[src/div_unit_pkg.sv]
package div_unit_pkg;

	// dividend and quotient width
	localparam int DIVIDEND_W = 16;

	// divisor width, remainder fits here too
	localparam int DIVISOR_W = 8;

	// quotient bits resolved per iteration
	localparam int DIGIT_W = 4;

	// one digit per nibble of the dividend
	localparam int NUM_DIGITS = DIVIDEND_W / DIGIT_W;

	// radix of the long division, also the multiples table depth
	localparam int RADIX = 1 << DIGIT_W;

	// width of one table entry, 15 x 255 needs 12 bits
	localparam int MULT_W = DIVISOR_W + DIGIT_W;

	// digit counter width in the core
	localparam int DIGIT_CNT_W = $clog2(NUM_DIGITS);

	// requested result word
	// quotient, or remainder zero-extended to DIVIDEND_W
	typedef enum logic
	{
		OP_QUO = 1'b0,
		OP_REM = 1'b1
	} div_op_e;

endpackage

[src/div_cmd_if.sv]
`timescale 1ns/1ps

// decoded command, decode stage to execute core
interface div_cmd_if
	import div_unit_pkg::*;
();

	logic                  valid;
	logic                  ready;
	div_op_e               op;
	logic [DIVIDEND_W-1:0] dividend;
	logic [DIVISOR_W-1:0]  divisor;
	// divisor was zero, flagged once in decode
	logic                  div_zero;

	// decode side
	modport src (output valid, output op, output dividend, output divisor,
		output div_zero, input ready);

	// execute side
	modport dst (input valid, input op, input dividend, input divisor,
		input div_zero, output ready);

endinterface

[src/div_res_if.sv]
`timescale 1ns/1ps

// raw quotient and remainder, execute core to result stage
interface div_res_if
	import div_unit_pkg::*;
();

	logic                  valid;
	logic                  ready;
	// op travels along so result can pick the word
	div_op_e               op;
	logic [DIVIDEND_W-1:0] quotient;
	logic [DIVISOR_W-1:0]  remainder;
	logic                  div_zero;

	// execute side
	modport src (output valid, output op, output quotient, output remainder,
		output div_zero, input ready);

	// result side
	modport dst (input valid, input op, input quotient, input remainder,
		input div_zero, output ready);

endinterface

[src/div_decode.sv]
`timescale 1ns/1ps

module div_decode
	import div_unit_pkg::*;
(
	input  logic                  clk,
	input  logic                  rst_n,
	input  logic                  in_valid,
	output logic                  in_ready,
	input  div_op_e               in_op,
	input  logic [DIVIDEND_W-1:0] in_dividend,
	input  logic [DIVISOR_W-1:0]  in_divisor,
	div_cmd_if.src                cmd
);

	logic accept;

	// one entry, free when empty or draining this cycle
	assign in_ready = !cmd.valid || cmd.ready;
	assign accept = in_valid && in_ready;

	// valid bit of the command register
	always_ff @(posedge clk or negedge rst_n)
	begin
		if (!rst_n)
		begin
			cmd.valid <= 1'b0;
		end
		else if (in_ready)
		begin
			// load on accept, else clear after transfer
			cmd.valid <= in_valid;
		end
	end

	// payload only moves on accept
	always_ff @(posedge clk)
	begin
		if (accept)
		begin
			cmd.op       <= in_op;
			cmd.dividend <= in_dividend;
			cmd.divisor  <= in_divisor;
			// the only zero-divisor test in the design
			cmd.div_zero <= (in_divisor == '0);
		end
	end

endmodule

[src/div_radix16_core.sv]
`timescale 1ns/1ps

module div_radix16_core
	import div_unit_pkg::*;
(
	input  logic   clk,
	input  logic   rst_n,
	div_cmd_if.dst cmd,
	div_res_if.src res
);

	enum logic [1:0]
	{
		ST_IDLE,
		ST_WORK,
		ST_DONE
	} state;

	// multiples 0..15 of the divisor
	logic [MULT_W-1:0]      mult_tbl [RADIX];
	logic [DIVISOR_W-1:0]   tbl_base;
	// dividend nibbles shift out at the top
	logic [DIVIDEND_W-1:0]  dividend_q;
	// quotient digits shift in at the bottom
	logic [DIVIDEND_W-1:0]  quotient_q;
	// partial remainder is always below the divisor
	logic [DIVISOR_W-1:0]   part_rem;
	logic [DIGIT_CNT_W-1:0] digit_cnt;
	div_op_e                op_q;
	logic                   zero_q;

	logic [MULT_W-1:0]      shifted;
	logic [DIGIT_W-1:0]     digit;
	logic [DIGIT_W-1:0]     cand;
	logic [MULT_W-1:0]      rem_diff;
	logic                   start;

	assign cmd.ready = (state == ST_IDLE);
	assign start = cmd.valid && cmd.ready;

	// zero divisor runs as 0 / 1 so both results come out 0
	assign tbl_base = cmd.div_zero ? DIVISOR_W'(1) : cmd.divisor;

	// bring down the next dividend nibble
	assign shifted = {part_rem, dividend_q[DIVIDEND_W-1 -: DIGIT_W]};

	// binary search for the largest multiple not above shifted
	// msb splits on 8x and three more levels narrow it down
	always_comb
	begin
		digit = '0;
		cand = '0;
		for (int b = DIGIT_W - 1; b >= 0; b--)
		begin
			cand = digit;
			cand[b] = 1'b1;
			if (mult_tbl[cand] <= shifted)
			begin
				digit = cand;
			end
		end
		rem_diff = shifted - mult_tbl[digit];
	end

	// control goes idle then four digit cycles then holds until taken
	always_ff @(posedge clk or negedge rst_n)
	begin
		if (!rst_n)
		begin
			state <= ST_IDLE;
			digit_cnt <= '0;
		end
		else
		begin
			case (state)
				ST_IDLE:
				begin
					if (start)
					begin
						state <= ST_WORK;
						// msb digit first
						digit_cnt <= DIGIT_CNT_W'(NUM_DIGITS - 1);
					end
				end
				ST_WORK:
				begin
					digit_cnt <= digit_cnt - DIGIT_CNT_W'(1);
					if (digit_cnt == '0)
					begin
						state <= ST_DONE;
					end
				end
				ST_DONE:
				begin
					if (res.ready)
					begin
						state <= ST_IDLE;
					end
				end
				default:
				begin
					state <= ST_IDLE;
				end
			endcase
		end
	end

	// datapath
	always_ff @(posedge clk)
	begin
		if (start)
		begin
			for (int m = 0; m < RADIX; m++)
			begin
				mult_tbl[m] <= MULT_W'(tbl_base) * MULT_W'(m);
			end
			dividend_q <= cmd.div_zero ? '0 : cmd.dividend;
			part_rem <= '0;
			op_q <= cmd.op;
			zero_q <= cmd.div_zero;
		end
		else if (state == ST_WORK)
		begin
			dividend_q <= dividend_q << DIGIT_W;
			quotient_q <= {quotient_q[DIVIDEND_W-DIGIT_W-1:0], digit};
			// difference stays below the divisor
			part_rem <= rem_diff[DIVISOR_W-1:0];
		end
	end

	// after the last digit part_rem is the remainder
	assign res.valid = (state == ST_DONE);
	assign res.op = op_q;
	assign res.quotient = quotient_q;
	assign res.remainder = part_rem;
	assign res.div_zero = zero_q;

endmodule

[src/div_result.sv]
`timescale 1ns/1ps

module div_result
	import div_unit_pkg::*;
(
	input  logic                  clk,
	input  logic                  rst_n,
	div_res_if.dst                res,
	output logic                  out_valid,
	input  logic                  out_ready,
	output logic [DIVIDEND_W-1:0] out_data,
	output logic                  out_div_zero
);

	logic take;

	// stalls the core while a result waits on out_ready
	assign res.ready = !out_valid || out_ready;
	assign take = res.valid && res.ready;

	always_ff @(posedge clk or negedge rst_n)
	begin
		if (!rst_n)
		begin
			out_valid <= 1'b0;
		end
		else if (res.ready)
		begin
			out_valid <= res.valid;
		end
	end

	// word select happens on the way in
	always_ff @(posedge clk)
	begin
		if (take)
		begin
			if (res.op == OP_REM)
			begin
				// remainder zero-extended
				out_data <= DIVIDEND_W'(res.remainder);
			end
			else
			begin
				out_data <= res.quotient;
			end
			out_div_zero <= res.div_zero;
		end
	end

endmodule

[src/div_unit_top.sv]
`timescale 1ns/1ps

module div_unit_top
	import div_unit_pkg::*;
(
	input  logic                  clk,
	input  logic                  rst_n,
	input  logic                  in_valid,
	output logic                  in_ready,
	input  div_op_e               in_op,
	input  logic [DIVIDEND_W-1:0] in_dividend,
	input  logic [DIVISOR_W-1:0]  in_divisor,
	output logic                  out_valid,
	input  logic                  out_ready,
	output logic [DIVIDEND_W-1:0] out_data,
	output logic                  out_div_zero
);

	// decode to execute
	div_cmd_if cmd_if ();
	// execute to result
	div_res_if res_if ();

	// stage 1, command register
	div_decode div_decode_i (
		.clk         (clk),
		.rst_n       (rst_n),
		.in_valid    (in_valid),
		.in_ready    (in_ready),
		.in_op       (in_op),
		.in_dividend (in_dividend),
		.in_divisor  (in_divisor),
		.cmd         (cmd_if.src)
	);

	// stage 2, four digit cycles per command
	div_radix16_core div_radix16_core_i (
		.clk   (clk),
		.rst_n (rst_n),
		.cmd   (cmd_if.dst),
		.res   (res_if.src)
	);

	// stage 3, output register
	div_result div_result_i (
		.clk          (clk),
		.rst_n        (rst_n),
		.res          (res_if.dst),
		.out_valid    (out_valid),
		.out_ready    (out_ready),
		.out_data     (out_data),
		.out_div_zero (out_div_zero)
	);

endmodule

[config.mk]
export PLATFORM = sky130hd
export DESIGN_NAME = div_unit_top
export DESIGN_NICKNAME = d
export VERILOG_FILES = /design/src/div_unit_pkg.sv /design/src/div_cmd_if.sv /design/src/div_res_if.sv /design/src/div_decode.sv /design/src/div_radix16_core.sv /design/src/div_result.sv /design/src/div_unit_top.sv
export SDC_FILE = /design/constraint.sdc
export NUM_CORES = 1
export LEC_CHECK = 0
export ABC_AREA = 1
export BUFFER_PORTS_ARGS = -buffer_cell sky130_fd_sc_hd__buf_2
export CAP_MARGIN = 10
export CORE_MARGIN = 2
export CORE_UTILIZATION = 43
export DETAILED_ROUTE_END_ITERATION = 8
export HOLD_SLACK_MARGIN = 0.1
export SLEW_MARGIN = 20
export SYNTH_ARGS = -nofsm -noshare
export SYNTH_HDL_FRONTEND = slang
export SYNTH_SLANG_ARGS = --single-unit
export TNS_END_PERCENT = 5
[constraint.sdc]
create_clock -name clk -period 15.08 [get_ports clk]
set_input_delay 1.508 -clock clk [delete_from_list [all_inputs] [get_ports clk]]
set_output_delay 1.508 -clock clk [all_outputs]
set_load 0.02 [all_outputs]
==> impl_results.md <==
* Maxcap violations at 0
* First-pass GRT wire length at around 42000 um
* Initial Util at between 40% and 50%
* Final Setup Violations at 0
* N_diodes at 0
* Most common flop cell mapped by yosys: edfxtp_1
* RSZ-0062 raised after global routing: no
* Antenna violations before repair at 1
* Delay of the slowest critical-path stage at roughly 0.50 ns
* Fmax at 95.9 MHz
* Filler instances at ~2400
* Crit path max fanout at between 40 and 50
* Period utilization at between 60% and 70%
* CTS H-tree depth at 4
* Syn Nets at approximately 1300
* Avg Synthesized Cell Area at 9.58 um^2
* Hpwl dp at just under 20000 um
* Vias per cell at 5.32
* Layout cell share with drive strength beyond 1 at under 10%
* Yosys warns at 0
* Gr ovfl total at 0
* Max Slew Vio Count at 0
* FFs w/ async S/R, synth at 3.70%
* Most used cell along the critical path: nand2_1
* Worst path slowest cell: inv_2
* Gr usage total at about a fifth
* Die Ht at around 160 um
* CORE AREA at around 0.025 mm^2
* Synth Register Bits at ~160
* Cts bufs inserted at 17
* Nets at approximately 1400
* Status: completed
* Post-Route WL at 26200 um
* Antenna viol nets, final at 0
* I/O pins at 48
* Period minus WS final at around 10 ns
* TritonCTS clock tree: built
* Drt first-iter violations at just over 800
* Worst Max-Slew Pin Slew at roughly 0.86 ns
* RePlAce Congestion at slightly below 0.9
* Relative slew margins at between 40% and 50%
* # hold bufs at CTS at 0
* Commonest non-fill, non-tap cells in the layout: 175 x nand2_1, 167 x inv_1, 148 x edfxtp_1, 118 x ha_1, 93 x nor2_1
* Clock sink count at 162
* Setup Total Neg Slack at 0 ns
* Reg area at between 0.004 and 0.005 mm^2
* CP endpoint kind: flop
* Multi-input gate area at between 0.005 and 0.006 mm^2
* Post-synthesis instance total at around 1200
* Count of cell types in the netlist at 53
* Crit Path Class: flop to flop
* Final Hold Fails at 0
* Required @ worst endpoint at 15.43 ns
* Commonest non-fill, non-tap cell in the layout: nand2_1
* Worst Skew at between 0.015 and 0.02 ns
* Die area at around 0.027 mm^2
* DR pass1 iterations at 7
* Vias at ~8200
* DRC Markers at 0
* Std-Cell Rows at 58
* Worst skew pair latency at about 0.44 ns
* Cell Area, Synth at between 0.01 and 0.015 mm^2
* Pin count of the biggest net entering global routing at 69
* Die width at 164 um
* I/O Buffers at 47
* Number of flops mapped to enable cells by yosys at about 150
* DR WL/cell at between 15 and 20 um
* Clock transition at the registers of the reported paths at around 0.080 ns
* Synth-to-layout area growth at 10.4%
* Post_cts resized at 0
* Worst setup SP type: flop
* Post-CTS Repair Setup Buffers at 0
* Clock Path Buffers at 2
* HP Class: flop to flop
* Root Driver: clkbuf_16
* Seq/Total Area, Yosys at a little over two fifths
* CP Data Arrival Time at around 11 ns
* Vias in the first global route at approximately 8000
[routing by layer]
layer,GRT usage [%],up-vias,routed length [um]
met2,32.6,266,12100
met5,0,-,18
li1,-,4021,-
met4,7.91,2,811
met3,3.26,49,1440
met1,28.2,3843,11800
[sequential cells by signal, indices dropped and copies added, names as in the netlist]
name / count
div_result_i.out_valid: 1
div_radix16_core_i.mult_tbl: 71
div_radix16_core_i.state: 2
div_decode_i.cmd.op: 1
div_result_i.out_div_zero: 1
div_decode_i.cmd.divisor: 8
div_decode_i.cmd.dividend: 16
div_radix16_core_i.digit_cnt: 2
div_radix16_core_i.res.div_zero: 1
div_result_i.out_data: 16
div_decode_i.cmd.div_zero: 1
div_radix16_core_i.dividend_q: 16
div_decode_i.cmd.valid: 1
div_radix16_core_i.res.quotient: 16
div_radix16_core_i.res.op: 1
div_radix16_core_i.res.remainder: 8
[final timing paths]
path | startpoint | to | slack (ns) | cells past startpoint
min in group asynchronous | rst_n | div_radix16_core_i.digit_cnt[0]$_DFFE_PN0P_ | 0.88 | 1
worst max register to register | div_radix16_core_i.res.remainder[1]$_SDFFE_PP0P_ | div_radix16_core_i.res.remainder[7]$_SDFFE_PP0P_ | 4.65 | 57
worst max-delay path | div_radix16_core_i.res.remainder[1]$_SDFFE_PP0P_ | div_radix16_core_i.res.remainder[7]$_SDFFE_PP0P_ | 4.65 | 57
worst min-delay path | div_radix16_core_i.res.quotient[11]$_DFFE_PP_ | div_radix16_core_i.res.quotient[15]$_DFFE_PP_ | 0.45 | 0
max in group asynchronous | rst_n | div_radix16_core_i.state[0]$_DFFE_PN0P_ | 14.05 | 1
worst min register to register | div_radix16_core_i.res.quotient[11]$_DFFE_PP_ | div_radix16_core_i.res.quotient[15]$_DFFE_PP_ | 0.45 | 0
[logic make-up (layout without fill, tap and decap cells)]
kind of cell / count (synthesis) / in the layout / share of synthesized area, %
DFF: 162 / 162 / 42.9
AOI/OAI and AO/OA: 219 / 219 / 11.5
muxes: 5 / 5 / 0.452
xor gates and xnor gates: 43 / 43 / 3.40
adders and majority gates: 153 / 153 / 19.7
buffers and inverters: 207 / 260 / 7.87
and+or+nand+nor: 367 / 367 / 14.2
[synth_stat cells (4+ instances only)]
cell type / instances / share of area, %
buf_2: 12 / 0.54
nand4_1: 4 / 0.23
clkbuf_1: 9 / 0.31
a31oi_1: 7 / 0.40
buf_4: 7 / 0.47
o2111ai_1: 4 / 0.32
o221ai_1: 8 / 0.63
nand3_1: 63 / 2.8
nand2_1: 175 / 5.9
o211ai_1: 10 / 0.68
o21ai_0: 58 / 2.6
edfxtp_1: 148 / 40
o21bai_1: 6 / 0.41
nor3_1: 5 / 0.23
inv_1: 167 / 5.7
fa_1: 35 / 6.3
inv_2: 6 / 0.20
nor2_1: 95 / 3.2
dfxtp_1: 8 / 1.4
nand2_2: 4 / 0.23
a21oi_1: 92 / 4.2
buf_6: 4 / 0.41
ha_1: 118 / 13
o22ai_1: 7 / 0.40
mux2i_1: 5 / 0.45
dfrtp_1: 6 / 1.4
nand3b_1: 5 / 0.34
o21ai_1: 7 / 0.32
xor2_1: 40 / 3.2
[area by class of cell]
| type | count | share of cell area (%) |
|---|---|---|
| clock buffer | 17 | 3.48 |
| clock inverter | 15 | 1.84 |
| inverter | 173 | 5.31 |
| multi-input combinational | 787 | 44.6 |
| sequential | 162 | 38.9 |
| tap | 330 | 3.38 |
| timing repair buffer | 55 | 2.42 |
[worst max-delay path: cells and delay by family, from the launching register on]
family / cells / cell delay, ns
compound gates: 13 / 1.84
xor+xnor: 1 / 0.25
fa+ha+maj: 5 / 1.66
buf+inv: 14 / 3.04
flops: 1 / 0.35
simple gates: 24 / 3.04
[stage by stage]
stage          utilization [%]  cells  instance area [um^2]  setup slack [ns]  hold WS [ns]
2_1_floorplan                -   1156                 11100              7.92         0.400
3_3_place_gp              45.8   1507                 11600              4.99         0.432
3_5_place_dp              45.8   1507                 11600              4.82         0.437
4_1_cts                   48.4   1539                 12200              4.78         0.454
5_1_grt                   48.4   1539                 12200              3.60         0.463
6_report                  48.4   1539                 12200              4.65         0.454
Power is not shown: default switching activity piles up to over one toggle a cycle in this logic, so the estimate is an artifact.
